<file path="config.mk">
export PLATFORM = sky130hd
export DESIGN_NAME = memory_control
export DESIGN_NICKNAME = d
export VERILOG_FILES = /design/src/hw/cache_pkg.sv /design/src/hw/memory_control.sv
export SDC_FILE = /design/constraint.sdc
export NUM_CORES = 1
export LEC_CHECK = 0
export BUFFER_PORTS_ARGS = -buffer_cell sky130_fd_sc_hd__buf_2
export CORE_AREA = 4 4 139 141
export CTS_BUF_LIST = sky130_fd_sc_hd__clkbuf_8 sky130_fd_sc_hd__clkbuf_16
export CTS_CLUSTER_DIAMETER = 30
export DETAILED_ROUTE_END_ITERATION = 16
export DIE_AREA = 0 0 143 145
export SLEW_MARGIN = 20
export SYNTH_ARGS = -nofsm -noshare
export SYNTH_HDL_FRONTEND = slang
export SYNTH_SLANG_ARGS = --single-unit
</file>
<file path="constraint.sdc">
create_clock -name dcif0 -period 1.2 [get_ports dcif0]
set_input_delay 0.06 -clock dcif0 [delete_from_list [all_inputs] [get_ports dcif0]]
set_output_delay 0.06 -clock dcif0 [all_outputs]
set_load 0.01 [all_outputs]
</file>
<file path="src/hw/cache_pkg.sv">
package cache_pkg;

	// data and address word
	typedef logic [31:0] word_t;

	// address layout: tag | set index | word in block | byte
	localparam int TAG_W  = 26;
	localparam int IDX_W  = 3;
	localparam int BLK_W  = 1;
	localparam int BYTE_W = 2;

	// per-cache FSM
	typedef enum logic [2:0] {
		C_IDLE,
		C_FILL0,
		C_FILL1,
		C_WRITE,
		C_DONE
	} cache_state_t;

	// memory controller FSM
	typedef enum logic [1:0] {
		MC_ARB,
		MC_READ,
		MC_WRITE
	} mc_state_t;

endpackage

</file>
<file path="src/hw/memory_control.sv">
module memory_control
	import cache_pkg::*;
(
	input  logic  dcif0,
	input  logic  arst_n,
	// cache 0
	input  logic  dren0,
	input  logic  dwen0,
	input  word_t daddr0,
	input  word_t dstore0,
	output logic  dwait0,
	output word_t dload0,
	output logic  ccinv0,
	output word_t ccsnoopaddr0,
	// cache 1
	input  logic  dren1,
	input  logic  dwen1,
	input  word_t daddr1,
	input  word_t dstore1,
	output logic  dwait1,
	output word_t dload1,
	output logic  ccinv1,
	output word_t ccsnoopaddr1,
	// RAM
	output logic  ramren,
	output logic  ramwen,
	output word_t ramaddr,
	output word_t ramstore,
	input  logic  ram_wait,
	input  word_t ramload
);

	mc_state_t state;
	logic gnt;
	logic last;
	logic [BLK_W-1:0] word;

	logic req0;
	logic req1;
	logic sel;
	logic xfer;
	logic wr_done;
	word_t g_addr;

	assign req0 = dren0 || dwen0;
	assign req1 = dren1 || dwen1;

	// on a tie the cache not served last goes first
	assign sel = (req0 && req1) ? !last : req1;

	assign g_addr = gnt ? daddr1 : daddr0;

	assign xfer    = (state != MC_ARB) && !ram_wait;
	assign wr_done = (state == MC_WRITE) && !ram_wait;

	assign ramren   = (state == MC_READ);
	assign ramwen   = (state == MC_WRITE);
	assign ramaddr  = ramren ? {g_addr[31 -: TAG_W + IDX_W], word, {BYTE_W{1'b0}}} : g_addr;
	assign ramstore = gnt ? dstore1 : dstore0;

	assign dwait0 = !(xfer && !gnt);
	assign dwait1 = !(xfer && gnt);
	assign dload0 = gnt ? '0 : ramload;
	assign dload1 = gnt ? ramload : '0;

	// invalidate the other cache as the write lands
	assign ccinv0       = wr_done && gnt;
	assign ccinv1       = wr_done && !gnt;
	assign ccsnoopaddr0 = daddr1;
	assign ccsnoopaddr1 = daddr0;

	always_ff @(posedge dcif0 or negedge arst_n)
	begin
		if (!arst_n)
		begin
			state <= MC_ARB;
			gnt   <= 1'b0;
			last  <= 1'b1;
			word  <= '0;
		end
		else
		begin
			case (state)
				MC_ARB:
				begin
					if (req0 || req1)
					begin
						gnt   <= sel;
						word  <= '0;
						state <= (sel ? dren1 : dren0) ? MC_READ : MC_WRITE;
					end
				end
				MC_READ:
				begin
					if (!ram_wait)
					begin
						word <= word + 1'b1;
						if (&word)
						begin
							last  <= gnt;
							state <= MC_ARB;
						end
					end
				end
				MC_WRITE:
				begin
					if (!ram_wait)
					begin
						last  <= gnt;
						state <= MC_ARB;
					end
				end
				default:
				begin
					state <= MC_ARB;
				end
			endcase
		end
	end

	a_one_grant: assert property (@(posedge dcif0) disable iff (!arst_n)
		dwait0 || dwait1);

endmodule

</file>
==> flow_summary.toml, run 1 <==
[floorplanning]
floorplan.die.width_um = 143
core_region_area_mm2 = 0.01796
num_rows = 49
die_h_um = 145
initial_utilization_pct = 11.56
fp.dieArea_mm2 = 0.02074
boundaryPins = 365

[global_routing]
globalRoute.totalOverflow = 0
grt_start_max_net_pins = 72
grt_pass1_wl_um = 16260
first_global_vias = 2694
antenna_found_initial = 2
overall_global_routing_usage_pct = 10.09

[synth]
syn_inst = 248
synth_sequential_area_ratio_pct = 6.084
postSynth.topFlopCell = "dfrtp_1"
syn-mean-instance-area_um2 = 8.375
synth_edf_count = 0
synthesis.yosys.warnings = 0
postSynthRegisterBits = 5
yosysTopAreaCellShare_pct = 28.73
synth.lib_cells_used.distinct = 34
post_synth_design_cell_area_mm2 = 0.002077
synth.largest_area_cell = "mux2_2"
ys_top_cells_by_area = "mux2_2 (29%), buf_4 (23%), and2_1 (9.6%)"
syn_nets = 415
async_reset_ff_share_pct = 100.0

[sta]
timing.max_slew.rel_slack_pct = 75.69
setup-violations-final = 133
worst_pin_slew_ns = 0.3614
final_report_max_slew_violation_count = 0
final_worst_path_setup_slack_ns = -0.3731
post-route-min-period_ns = 1.573
period_share_pct = 131.1
rsz_0062_raised_after_global_routing = "yes"
setup-tns-final_ns = -32.73
fin_skew_ns = 0.001455
number_of_hold_violations_in_the_final_report = 0
achievable-frequency_mhz = 635.7

[layout]
post_route_cells_drive_above_1_share_pct = 84.77
antenna_cells_inserted = 0
design.final.nets = 726
final_core_util_pct = 24.08
layoutNonFillerInstCount = 787
area_delta_synth_final_pct = 108.3

[place]
dp.cells = 774
port-buffer-count = 364
finalWeightedCongestion = 0.8634
hpwlAfterDp_um = 10900
pre_cts_ws_ns = -0.1213

[worst_setup_path]
ff2ff_setup_slack_ns = -0.03
worstSetupEndpointType = "output port"
worstPathMaxFanout = 7
crit_type = "flop to output port"
setup.worst_path.start_class = "flop"
cp.arrival_ns = 1.51
worst_ep_required_time_ns = 1.14

[power_and_ir_drop]
power_leakage_nw = 2.423
power_density_relative_to_cell_area_mw_per_mm2 = 1874
max-vdd-ir-drop_mv = 1.070

[routing]
drtAntennaViolNets = 0
aggregate_routed_wire_length_um = 13020
num_vias = 2894
post_drt_wl_per_cell_um = 16.54
drt_iter0_drc = 94
vias_per_cell = 3.677
post_route_drc = 0
drt_first_pass_iters = 4

[worst_hold_path]
hold_path.class = "primary input to flop"

[clock_network]
clock_insertion_delay_worst_skew_ns = 0.23
tritoncts_num_sinks = 5
tritoncts = "yes"
numCtsBuffers = 3
htree_num_levels = 1
clk_path_buf_depth = 2
clk_tree_root_cell = "clkbuf_16"
path_clk_slew_ns = 0.03

[run_status]
outcome = "finished, violations left"
violations_in_the_final_reports = "negative setup slack"

[run]
timing.max_cap.violations = 0
sequential cells by signal, indices dropped and copies added, names as in the netlist:
name   cells
gnt        1
last       1
state      2
word       1
synth_stat cells (2+ instances only):
| cell | instances |
|---|---|
| buf_4 | 65 |
| nor2_1 | 5 |
| nand2b_1 | 2 |
| inv_1 | 3 |
| nand3b_1 | 2 |
| buf_6 | 3 |
| mux2i_1 | 4 |
| nand2_1 | 2 |
| clkbuf_1 | 3 |
| and2_1 | 32 |
| buf_2 | 9 |
| dfrtp_1 | 4 |
| nor2b_1 | 32 |
| mux2_4 | 8 |
| nor3_1 | 3 |
| mux2_2 | 53 |
cells by family (layout without fill, tap and decap cells):
logic type             count (synthesis)  in the layout  synth area share, %
DFF                                    5              5                6.085
and+or+nand+nor                       82             82                23.98
buffers and inverters                 84            394                29.10
muxes                                 65             65                36.45
AOI/OAI and AO/OA                     12             12                4.398
power breakdown:
part	internal, mW	total, mW	leakage (nW)	switching [mW]
registers	0.270	0.410	0.0563	0.140
logic	3.87	7.15	2.32	3.27
clock network	0.432	0.547	0.0423	0.115
total	4.58	8.11	2.42	3.53
critical path, stage by stage, from the launching register on:
cell and delay (ns):
dfrtp_4 0.52, clkbuf_16 0.20, buf_8 0.13, mux2_4 0.30, buf_6 0.12
cell type report:
class | count | area [um^2]
fillers | 1995 | 13640
repair buffers | 387 | 2354
multi-input cells | 159 | 1464
well taps | 229 | 286.5
flip-flops and latches | 5 | 131.4
clock buffers | 3 | 75.07
inverters | 3 | 11.26
clock inverters | 1 | 3.754
cells in the final DEF, fill, tap and decap left out, types with 2 or more instances in the layout:
| master | synthesis | layout |
|---|---|---|
| mux2_4 | 8 | 12 |
| mux2_2 | 53 | 49 |
| buf_2 | 9 | 330 |
| buf_12 | 0 | 3 |
| nand2b_4 | 0 | 2 |
| dfrtp_1 | 4 | 2 |
| nand2_1 | 2 | 2 |
| buf_6 | 3 | 41 |
| mux2i_1 | 4 | 3 |
| nor2b_1 | 32 | 23 |
| nor2b_4 | 0 | 5 |
| buf_4 | 65 | 7 |
| inv_1 | 3 | 3 |
| nand3b_1 | 2 | 2 |
| clkbuf_16 | 0 | 6 |
| nor2b_2 | 0 | 4 |
| nor2_1 | 5 | 4 |
| nor3_1 | 3 | 2 |
| and2_1 | 32 | 31 |
layer usage:
metal / global-route usage (%) / share of wire [%] / vias to the layer above
li1: - / - / 1393
met2: 19.85 / 54 / 157
met5: 0 / 0.16 / -
met4: 1.378 / 0.58 / 4
met3: 1.974 / 8.3 / 10
met1: 11.21 / 37 / 1330
final timing paths:
| path | startpoint | end | cells after the start |
|---|---|---|---|
| max | gnt$_DFFE_PN0P_ | ramstore[23] | 4 |
| min | dren0 | state[0]$_DFFE_PN0P_ | 2 |
| max reg2reg | gnt$_DFFE_PN0P_ | last$_DFFE_PN1P_ | 5 |
| min reg2reg | last$_DFFE_PN1P_ | last$_DFFE_PN1P_ | 1 |
| max in group asynchronous | arst_n | last$_DFFE_PN1P_ | 2 |
| min in group asynchronous | arst_n | word$_DFFE_PN0P_ | 2 |
metrics by stage:
stage	power, mW	area (um^2)	hold slack, ns
6_report	8.106	4325	0.1487
5_1_grt	8.622	4325	0.1613
4_1_cts	7.189	4011	0.1266
3_5_place_dp	6.141	3739	-0.1123
3_3_place_gp	6.145	3739	-0.1144
2_1_floorplan	3.831	2077	-0.2356
what timing repair did:
item	in CTS	in global routing
cloned	0	4
hold buffers	1	0
setup buffers	0	4
pin swaps	0	2
gates resized for setup	34	42
hold endpoints to repair	5	0
setup endpoints to repair	135	134
Power figures use the tool's default switching activity.
==> inputs of run 2 (changes only) <==
- PLACE_DENSITY: not set -> 0.41
==> run 2 against run 1 <==
Net effect: the flow still finishes with violations (negative setup slack); clock skew hardly changed; setup slack better by 0.015 ns; final cell count grew 2.2%.
==> flow_summary.toml, run 2 (synthesis gave the netlist of run 1 again) <==
[run_status]
outcome = "finished, violations left"
violations_in_the_final_reports = "negative setup slack"

[sta]
number_of_hold_violations_in_the_final_report = 0
fin_skew_ns = 0.001027
final_worst_path_setup_slack_ns = -0.3581
timing.max_slew.rel_slack_pct = 46.27
rsz_0062_raised_after_global_routing = "yes"
achievable-frequency_mhz = 641.8
post-route-min-period_ns = 1.558
final.hold.worst_slack_ns = 0.1542
period_share_pct = 129.8
setup-tns-final_ns = -37.86
worst_pin_slew_ns = 0.7985
final_report_max_slew_violation_count = 0
setup-violations-final = 136

[global_routing]
overall_global_routing_usage_pct = 12.26
first_global_vias = 2991
antenna_found_initial = 3
globalRoute.totalOverflow = 0
grt_start_max_net_pins = 15
grt_pass1_wl_um = 19490

[routing]
drt_first_pass_iters = 4
vias_per_cell = 3.720
sum_of_met2_wire_segment_lengths_after_detailed_routing_um = 7991
detail_route.wirelength.met1_um = 5331
post_drt_wl_per_cell_um = 18.05
num_vias = 2991
post_route_drc = 0
route.top_layer_used = "met5"
drt_iter0_drc = 54
drtAntennaViolNets = 0
met3_wirelength_um = 1112
aggregate_routed_wire_length_um = 14520

[place]
port-buffer-count = 364
finalWeightedCongestion = 0.7908
dpl_cell_area_mm2 = 0.003741
hpwlAfterDp_um = 11330
pre_cts_ws_ns = -0.1466
dp.cells = 776

[worst_setup_path]
crit_type = "flop to output port"
critical_path.reg2reg.startpoint = "gnt$_DFFE_PN0P_"
worstSetupEndpointType = "output port"
timing.reg2reg.worst_path_depth = 5
worstPathMaxFanout = 10
cp.arrival_ns = 1.50
cp_cell_sequence = "buf_6, buf_12, mux2_4, buf_6"
slowest_delay_ns = 0.52
setup.worst_path.start_class = "flop"
setup.worst_path.start = "gnt$_DFFE_PN0P_"
critical_path.most_common_cell = "buf_6"
ff2ff_setup_slack_ns = -0.14
worst_ep_required_time_ns = 1.14
endpoint_of_the_lowest_slack_register_to_register_path = "gnt$_DFFE_PN0P_"
worst_path_max_delay_cell = "dfrtp_4"

[floorplanning]
boundaryPins = 365
die_h_um = 145
core_region_area_mm2 = 0.01796
floorplan.die.width_um = 143
fp.dieArea_mm2 = 0.02074
initial_utilization_pct = 11.56
num_rows = 49

[layout]
final_area_mm2 = 0.004990
mostFrequentLayoutCell = "buf_2"
post_route_cells_drive_above_1_share_pct = 88.17
top_register = "state"
antenna_cells_inserted = 0
design.final.nets = 743
largest_reg_flops = 2
layoutNonFillerInstCount = 804
final_core_util_pct = 27.78
area_delta_synth_final_pct = 140.2
final_cell_mix = "buf_2 (283), buf_6 (90), mux2_2 (52)"

[worst_hold_path]
hold_path.class = "primary input to flop"
min_from = "dren0"
hold_depth = 2
min_to = "state[0]$_DFFE_PN0P_"

[clock_network]
clock_insertion_delay_worst_skew_ns = 0.23
clk_path_buf_depth = 2
tritoncts = "yes"
htree_num_levels = 1
path_clk_slew_ns = 0.03
numCtsBuffers = 3
clk_tree_root_cell = "clkbuf_16"
tritoncts_num_sinks = 5

[run]
timing.max_cap.violations = 0

[power_and_ir_drop]
total_power_mw = 10.22
power_density_relative_to_cell_area_mw_per_mm2 = 2048
power_leakage_nw = 2.674
max-vdd-ir-drop_mv = 0.9195
[run 2: cell count changes in the layout (fill, tap and decap cells not counted), moves of 3 or more]
cell	previous run	this run
nor2b_1	23	26
buf_4	7	10
mux2_2	49	52
and2_4	1	19
buf_8	1	4
mux2_4	12	9
buf_6	41	90
nor2b_2	4	1
buf_16	1	10
buf_2	330	283
and2_1	31	13
[run 2: power by group]
group          total (mW)  switching (mW)  internal [mW]
sequential          0.410           0.140          0.270
clock               0.543           0.111          0.432
combinational        9.27            3.78           5.49
[run 2: final cells by class]
type | count | area (um^2)
multi-input combinational | 159 | 1504
sequential | 5 | 131.4
fill | 1959 | 12970
clock buffer | 3 | 75.07
timing repair buffer | 404 | 2975
inverter | 3 | 13.76
clock inverter | 1 | 3.754
tap | 229 | 286.5
[run 2: how the worst max path moves through the flow]
stage                   endpoint  slack [ns]  cells past startpoint
global route        ramstore[10]       -0.40                      4
floorplan                 ccinv1        0.07                      4
detailed placement   ramaddr[15]       -0.15                      3
global placement     ramaddr[15]       -0.14                      3
CTS                  ramaddr[15]       -0.37                      4
finish               ramaddr[15]       -0.36                      4
[run 2: repair_timing]
| action | 4_1_cts | 5_1_grt |
|---|---|---|
| endpoints found under the hold margin | 5 | 0 |
| setup buffers | 12 | 3 |
| cloned | 10 | 1 |
| pin swaps | 2 | 5 |
| endpoints found under the setup margin | 136 | 137 |
| hold buffers | 1 | 0 |
| gates resized for setup | 112 | 49 |
[run 2: critical path: cells and delay by family (launching register included)]
kind / cells / cell delay, ns
flops: 1 / 0.52
buf+inv: 3 / 0.42
mux: 1 / 0.33
[run 2: per-layer routing]
metal,vias to the layer above,GRT usage [%]
met2,172,24.11
met3,8,2.172
met1,1378,14.27
met4,6,0.5228
met5,-,0
li1,1427,-
