### src/hw/cache_pkg.sv
package cache_pkg;

	// data and address word
	typedef logic [31:0] word_t;

	// address layout: tag | set index | word in block | byte
	localparam int TAG_W  = 26;
	localparam int IDX_W  = 3;
	localparam int BLK_W  = 1;
	localparam int BYTE_W = 2;

	// per-cache FSM
	typedef enum logic [2:0] {
		C_IDLE,
		C_FILL0,
		C_FILL1,
		C_WRITE,
		C_DONE
	} cache_state_t;

	// memory controller FSM
	typedef enum logic [1:0] {
		MC_ARB,
		MC_READ,
		MC_WRITE
	} mc_state_t;

endpackage

### src/hw/dcache.sv
module dcache
	import cache_pkg::*;
(
	input  logic  dcif0,
	input  logic  arst_n,
	// core side
	input  logic  dmemren,
	input  logic  dmemwen,
	input  word_t dmemaddr,
	input  word_t dmemstore,
	output word_t dmemload,
	output logic  dhit,
	// controller side
	output logic  dren,
	output logic  dwen,
	output word_t daddr,
	output word_t dstore,
	input  logic  dwait,
	input  word_t dload,
	input  logic  ccinv,
	input  word_t ccsnoopaddr
);

	localparam int SETS  = 2 ** IDX_W;
	localparam int WORDS = 2 ** BLK_W;
	localparam int OFF_W = BLK_W + BYTE_W;

	cache_state_t state;
	logic [SETS-1:0] valid;
	logic [TAG_W-1:0] tags [SETS];
	word_t data [SETS][WORDS];
	logic restart;

	logic [TAG_W-1:0] tag_in;
	logic [IDX_W-1:0] idx_in;
	logic [BLK_W-1:0] blk_in;
	logic [TAG_W-1:0] s_tag;
	logic [IDX_W-1:0] s_idx;
	logic [BLK_W-1:0] fill_word;
	logic snoop_req;
	logic snoop_hit;
	logic hit;
	logic fill_busy;
	logic fill_end;

	assign tag_in = dmemaddr[31 -: TAG_W];
	assign idx_in = dmemaddr[OFF_W +: IDX_W];
	assign blk_in = dmemaddr[BYTE_W +: BLK_W];
	assign s_tag  = ccsnoopaddr[31 -: TAG_W];
	assign s_idx  = ccsnoopaddr[OFF_W +: IDX_W];

	// invalidate aimed at the block being requested right now
	assign snoop_req = ccinv && (ccsnoopaddr[31:OFF_W] == dmemaddr[31:OFF_W]);
	// invalidate aimed at a resident line
	assign snoop_hit = ccinv && valid[s_idx] && (tags[s_idx] == s_tag);

	// a line being invalidated this cycle no longer counts as a hit
	assign hit = valid[idx_in] && (tags[idx_in] == tag_in) && !snoop_req;

	assign fill_busy = (state == C_FILL0) || (state == C_FILL1);
	assign fill_end  = (state == C_FILL1) && !dwait;
	assign fill_word = BLK_W'(state == C_FILL1);

	assign dren   = fill_busy;
	assign dwen   = (state == C_WRITE);
	assign daddr  = fill_busy ? {dmemaddr[31:OFF_W], fill_word, {BYTE_W{1'b0}}} : dmemaddr;
	assign dstore = dmemstore;

	assign dhit     = (state == C_DONE);
	assign dmemload = data[idx_in][blk_in];

	always_ff @(posedge dcif0 or negedge arst_n)
	begin
		if (!arst_n)
		begin
			state   <= C_IDLE;
			valid   <= '0;
			restart <= 1'b0;
		end
		else
		begin
			case (state)
				C_IDLE:
				begin
					if (dmemren || dmemwen)
					begin
						if (!hit)
							state <= C_FILL0;
						else if (dmemwen)
							state <= C_WRITE;
						else
							state <= C_DONE;
					end
				end
				C_FILL0:
				begin
					// old contents go away with the first word
					if (!dwait)
					begin
						valid[idx_in] <= 1'b0;
						state <= C_FILL1;
					end
				end
				C_FILL1:
				begin
					if (!dwait)
					begin
						if (restart || snoop_req)
						begin
							state <= C_FILL0;
						end
						else
						begin
							valid[idx_in] <= 1'b1;
							state <= dmemwen ? C_WRITE : C_DONE;
						end
					end
				end
				C_WRITE:
				begin
					if (!dwait)
						state <= C_DONE;
				end
				C_DONE:
				begin
					state <= C_IDLE;
				end
				default:
				begin
					state <= C_IDLE;
				end
			endcase

			// stale fill, fetch again
			if (fill_end)
				restart <= 1'b0;
			else if (fill_busy && snoop_req)
				restart <= 1'b1;

			if (snoop_hit)
				valid[s_idx] <= 1'b0;
		end
	end

	always_ff @(posedge dcif0)
	begin
		if (fill_busy && !dwait)
			data[idx_in][fill_word] <= dload;
		if (fill_end)
			tags[idx_in] <= tag_in;
		// write-through keeps own copy current
		if ((state == C_WRITE) && !dwait && hit)
			data[idx_in][blk_in] <= dmemstore;
	end

	a_dhit_pulse: assert property (@(posedge dcif0) disable iff (!arst_n)
		dhit |=> !dhit);

	a_one_req: assert property (@(posedge dcif0) disable iff (!arst_n)
		!(dren && dwen));

endmodule

### config.mk
export PLATFORM = sky130hd
export DESIGN_NAME = dcache
export DESIGN_NICKNAME = d
export VERILOG_FILES = /design/src/hw/cache_pkg.sv /design/src/hw/dcache.sv
export SDC_FILE = /design/constraint.sdc
export NUM_CORES = 1
export LEC_CHECK = 0
export BUFFER_PORTS_ARGS = -buffer_cell sky130_fd_sc_hd__buf_2
export CAP_MARGIN = 10
export CELL_PAD_IN_SITES_DETAIL_PLACEMENT = 0
export CELL_PAD_IN_SITES_GLOBAL_PLACEMENT = 2
export CORE_MARGIN = 4
export CORE_UTILIZATION = 45
export DETAILED_ROUTE_END_ITERATION = 8
export GPL_ROUTABILITY_DRIVEN = 0
export MAX_ROUTING_LAYER = met4
export PLACE_DENSITY_LB_ADDON = 0.1
export SLEW_MARGIN = 20
export SYNTH_ARGS = -nofsm -noshare
export SYNTH_HDL_FRONTEND = slang
export SYNTH_SLANG_ARGS = --single-unit
### constraint.sdc
create_clock -name dcif0 -period 5.8 [get_ports dcif0]
set_input_delay 0.87 -clock dcif0 [delete_from_list [all_inputs] [get_ports dcif0]]
set_output_delay 0.87 -clock dcif0 [all_outputs]
set_load 0.01 [all_outputs]
==> metrics.txt, run 1 <==
RSZ-0062 raised after global routing no; Filler Cell Count 5923; Yosys top cell by area edfxtp_1; syn_area_per_cell 15.9 um^2; Initial Util a little under half; final non-filler cell total 3219; Top FF cell, synth edfxtp_1; DRT iter0 DRCs 1689; final setup vio count 0; FF-to-FF End data[7][39]; Post-DRT Antenna Nets 0; CTS tree built; Hold Fails Final Rpt 0; critical path arrival between 3 and 4 ns; number of I/O port buffers 229; DRT Pass-1 Iters 5; EDFF count, synth a little over 700; DP Cell Count 3074; Post-CTS Repair Setup Buffers 0; clock slew at reported path FFs around 0.060 ns; CP Class in2out; number of max-cap violations 0; Max Clock Skew 0.0233 ns; routed vias/inst 5.99; Cell Pwr Density 333 mW/mm^2; final worst path period share 83.5%; leakage about 13 nW; final worst setup slack between 0.9 and 1 ns; fin util 52.6%; Resize count post-CTS 0; nets roughly 2300; Peak Freq 0.207 GHz; Die ar. 0.0752 mm^2; Setup crit start kind input pin; Num CTS Buffers 78; DP Worst Slack 0.623 ns; fraction of layout cells with a size suffix above 1 28.8%; Peak supply drop around 240 uV; Total Wirelength 94200 um; FF+latch count, synth ~730; cts hold-fix bufs 0; hpwl dp 57400 um; H-tree levels 3; post-route design area ~0.037 mm^2; max-slew violations 0; antenna violations before repair 1; GRT Max-Usage Layer met2; nature of the critical path endpoint output port; Tot GR Track Use 25.6%; Slew Limit Headroom ~28%; grt ovf 0; Root Buffer clkbuf_16; Synth top area share 67.8%; die width 274 um; Register Area between 0.02 and 0.025 mm^2; Worst EP required 4.93 ns; reg2reg path depth 10; top-level port count 233; run status completed; sinks on the clock net 732; P&R area growth vs syn 15.8%; Post-synth top cells 720 x edfxtp_1, 116 x mux2i_1, 110 x nand2_1; yosys synthesis warning count 0; Post-Synthesis Cells 2000; largest net degree at the start of global routing 63; count of cell types in the netlist 63; DRC violations left 0; met2 usage 42.5%; routed vias 19300; total nets after synthesis roughly 2100; met1 GRT Util 33.1%; most common cell in the netlist edfxtp_1; Worst R2R Start tags[2][1]; synth top area cells edfxtp_1 68%, mux4_2 5.4%, mux2i_1 3.6%; first-pass GRT wire length 135000 um; Row Count just under 100; die height 274 um; Async SR Flop Fraction 1.64%; register area share after synthesis between 60% and 70%; CP max FO 47; power consumption 12.3 mW; number of global-route vias before repair 19500; Core Box Area 0.0701 mm^2; area of the multi-input gates 0.00906 mm^2; GR Layer Usage met3 3.62%; fin crit period 4.84 ns; clock buffer depth 3; worst min path class in2async; WL/cell 29.3 um; R2R setup slack 1.79 ns; worst-margin pin slew 1.09 ns; dpl cell area 0.0343 mm^2; later-pin clock latency in the skew report between 0.6 and 0.7 ns; Mapped Area 0.0319 mm^2
per-stage QoR:
stage               TNS, ns  hold slack [ns]
global placement          0            0.512
finish                    0            0.132
global route              0            0.123
CTS                       0            0.108
floorplan             -8.13            0.486
detailed placement        0            0.519
registers in the layout, summed over array words and instances (netlist names):
signal   count
data       512
state        3
valid        8
restart      1
tags       208
cell type report:
cell class | instances | area share [%]
clock buffer | 96 | 5.59
tap | 940 | 3.19
inverter | 10 | 0.102
sequential | 732 | 59.4
clock inverter | 48 | 1.46
multi-input combinational | 1063 | 24.6
timing repair buffer | 329 | 5.71
antenna | 1 | 0.00678
layout by cell type, fill, tap and decap left out, types with 16 or more instances in the layout:
master     instances
a211oi_1          20
a21oi_1           96
a221oi_1          54
a22o_1            42
a22oi_1           54
a31oi_1           17
buf_2            225
buf_4             87
clkbuf_1          16
clkbuf_16         80
clkinv_2          18
edfxtp_1         720
mux2_2            94
mux2i_1          116
mux4_2            77
nand2_1          110
nand3_1           17
nor2_1            55
o21ai_0           63
xnor2_1           23
xor2_1            54
metal layers:
| layer | vias to the layer above | routed length (um) |
|---|---|---|
| li1 | 8391 | - |
| met1 | 10100 | 38700 |
| met2 | 659 | 47300 |
| met3 | 160 | 5250 |
| met4 | 0 | 2950 |
| met5 | - | 0 |
critical path, cell delays in order:
cell	delay, ns
clkbuf_8	0.33
buf_4	0.38
or2_2	0.44
nor2_2	0.86
buf_4	0.36
a22oi_1	0.09
nand3_1	0.12
a221oi_1	0.07
a21oi_1	0.22
buf_2	0.17
cell families after synthesis:
| logic type | synth area share [%] |
|---|---|
| AO/OA/AOI/OAI | 9.26 |
| buffers and inverters | 3.42 |
| XOR/XNOR | 2.11 |
| multiplexers | 12.5 |
| AND/OR/NAND/NOR | 3.92 |
| flip-flops | 68.7 |
power by group:
group	switching, mW	internal (mW)	leakage [nW]
Sequential	0.0727	5.96	6.64
Combinational	0.758	0.429	4.62
Clock	2.08	3.00	1.28
Total	2.91	9.39	12.5
how the worst max path moves through the flow:
stage                               to         from  slack [ns]
after global placement     data[7][43]  dmemaddr[3]        0.62
after detailed placement   data[2][48]  dmemaddr[3]        0.62
after floorplan             data[0][0]  dmemaddr[3]       -0.06
after CTS                 dmemload[10]  dmemaddr[3]        0.90
after global routing      dmemload[10]  dmemaddr[3]        0.76
final                      dmemload[2]  dmemaddr[3]        0.96
Power figures use the tool's default switching activity.
==> inputs of run 2 (changes only) <==
Settings changed: ABC_AREA set to 1, CORE_UTILIZATION 45 to 40.
Clock period 5.8 ns to 4.6 ns, I/O delays scaled along.
==> run 2 against run 1 <==
  * Clock skew increased by 0.017 ns
  * Synthesized area increased by 2.6%
  * Final area increased by 3.2%
  * Final cell count increased by 34%
  * Count of clock-buffer cells in the layout increased by 10
  * Worst setup slack got worse by 0.14 ns
  * Worst hold slack improved by 0.25 ns
  * Clock power increased by 21%
  * Sequential share of layout area decreased by 1.8 points
  * Synthesized cell count increased by 49%
  * Critical path type unchanged
  * Critical endpoint is now dmemload[9]
  * Largest power group unchanged
  * Highest routed layer unchanged
==> metrics.txt, run 2 <==
nature of the critical path endpoint output port; Resize count post-CTS 0; routed vias between 20000 and 25000; final setup vio count 0; RSZ-0062 raised after global routing no; Max Clock Skew 0.0406 ns; top-level port count approximately 230; register area share after synthesis 67.0%; total nets after synthesis 3116; CP max FO 13; Core Box Area about 0.081 mm^2; Post-DRT Antenna Nets 0; Initial Util about two fifths; Hold Fails Final Rpt 0; Post-Synthesis Cells 2982; P&R area growth vs syn 16.5%; Tot GR Track Use between 20% and 30%; cts hold-fix bufs 1; final non-filler cell total between 4000 and 5000; routed vias/inst around 5.4; Post-CTS Repair Setup Buffers 0; first-pass GRT wire length 156000 um; number of I/O port buffers 229; Cell Pwr Density 404 mW/mm^2; Async SR Flop Fraction 1.64%; Setup crit start kind input pin; critical path arrival 3.09 ns; hold_sp dmemaddr[23]; Comb power frac 10.7%; hpwl dp 66800 um; synth top area cells edfxtp_1 66%, nand2_1 9.4%, inv_1 3.6%; DRT Pass-1 Iters 5; clock buffer depth 3; DRC violations left 0; top flop regs data: 512 flops, tags: 208 flops, valid: 8 flops; Sequential Power Share 49.4%; most common cell after layout, fill and taps aside nand2_1; Top FF cell, synth edfxtp_1; later-pin clock latency in the skew report ~0.65 ns; worst-margin pin slew just over 0.9 ns; final worst setup slack around 0.82 ns; Mapped Area 0.0327 mm^2; H-tree levels 3; final worst path period share 82.2%; Num CTS Buffers 80; Peak supply drop 344 uV; Yosys top cell by area edfxtp_1; worst min path class in2reg; Register Area between 0.02 and 0.025 mm^2; count of cell types in the netlist 50; CTS tree built; fin crit period 3.78 ns; Top reg by flops data; Filler Cell Count 7394; max-slew violations 0; Die ar. slightly below 0.09 mm^2; most common cell in the netlist nand2_1; fraction of layout cells with a size suffix above 1 15.0%; antenna violations before repair 0; Synth top area share between 60% and 70%; Post-synth top cells 816 x nand2_1, 720 x edfxtp_1, 317 x inv_1; Total Wirelength 108000 um; Root Buffer clkbuf_16; Worst EP required 3.91 ns; sinks on the clock net 732; die width just under 300 um; run status completed; number of max-cap violations 0; switching share of power between 20 and 30%; nets 3330; commonest cells after routing, fill and taps aside 816 x nand2_1, 720 x edfxtp_1, 315 x inv_1, 228 x buf_2, 174 x nor2_1; Slew Limit Headroom 38.4%; Clk pwr share 39.9%; area of the multi-input gates 0.00868 mm^2; syn_area_per_cell ~11 um^2; Row Count 104; FF+latch count, synth 732; EDFF count, synth 720; number of global-route vias before repair 23000; yosys synthesis warning count 0; switching power 3.91 mW; clock slew at reported path FFs 0.06 ns; WL/cell 25.0 um; ant diodes 0; Worst R2R Start tags[5][18]; crit path from dmemaddr[5]; TNS Setup 0 ns; max FFs per register 512; DP Cell Count 4173; die height between 200 and 300 um; DP Worst Slack 0.458 ns; Cell Int Power 11.5 mW; CP Class in2out; DRT iter0 DRCs 1981; Peak Freq 0.265 GHz; largest net degree at the start of global routing 77; grt ovf 0; leakage 14.7 nW
==> run 2: cell count changes after synthesis, moves of 35 or more <==
cell,previous run,this run
mux2_2,94,0
nand2_1,110,816
inv_1,8,317
mux4_2,77,0
o22ai_1,7,42
mux2i_1,116,0
xor2_1,54,6
nor2_1,63,187
o21ai_1,0,76
nand4_1,9,50
nand3_1,17,113
==> run 2: power groups by stage <==
stage          Combinational (mW)  Clock (mW)  Sequential (mW)
2_1_floorplan               0.915           0             7.73
3_3_place_gp                 1.65           0             7.73
3_5_place_dp                 1.66           0             7.74
4_1_cts                      1.67        6.26             7.60
5_1_grt                      1.81        6.56             7.61
6_report                     1.65        6.14             7.60
==> run 2: metal layers <==
layer / wire length, um / up-vias / GRT usage [%] / part of all wire [%]
met5: 0 / - / - / 0
met2: 54500 / 708 / 43.8 / 51
met4: 2990 / 0 / 6.87 / 2.8
met3: 5250 / 153 / 2.95 / 4.9
li1: - / 10800 / - / -
met1: 45100 / 11600 / 32.2 / 42
==> run 2: critical path, stage by stage <==
cell and delay [ns]:
buf_2 0.29, inv_4 0.11, nor2_8 0.31, nand2_1 0.12, buf_4 0.25, inv_2 0.19
buf_4 0.25, a22oi_1 0.09, nand4_1 0.12, nor2_1 0.04, a41oi_1 0.25, buf_4 0.21
buf_2 0.14
==> run 2: cell families after synthesis <==
family	synth area share, %
AND/OR/NAND/NOR	15.2
flip-flops	67.0
buffers and inverters	7.31
AO/OA/AOI/OAI	10.2
XOR/XNOR	0.321
==> run 2: per-stage QoR <==
stage	util (%)	power, mW	hold slack (ns)	area (um^2)
finish	47.1	15.4	0.387	38100
global route	47.1	16.0	0.398	38100
CTS	47.1	15.5	0.371	38100
detailed placement	44.0	9.40	0.533	35600
global placement	44.0	9.38	0.523	35600
floorplan	-	8.64	0.394	32700
==> run 2: final cells by class <==
class,instances,share of cell area (%)
clock buffers,106,5.70
clock inverters,38,0.936
inverters,327,3.24
multi-input cells,1727,22.8
flip-flops and latches,732,57.5
well taps,1060,3.48
repair buffers,328,6.32
==> run 2: path summary, 6_finish.rpt <==
path | cells after the start | to | slack (ns)
worst min-delay path | 1 | tags[7][17] | 0.39
min in group asynchronous | 2 | valid[0] | 0.50
worst max-delay path | 13 | dmemload[9] | 0.82
max in group asynchronous | 2 | state[2] | 3.82
worst max register to register | 13 | data[7][37] | 1.48
worst min register to register | 2 | state[1] | 0.55
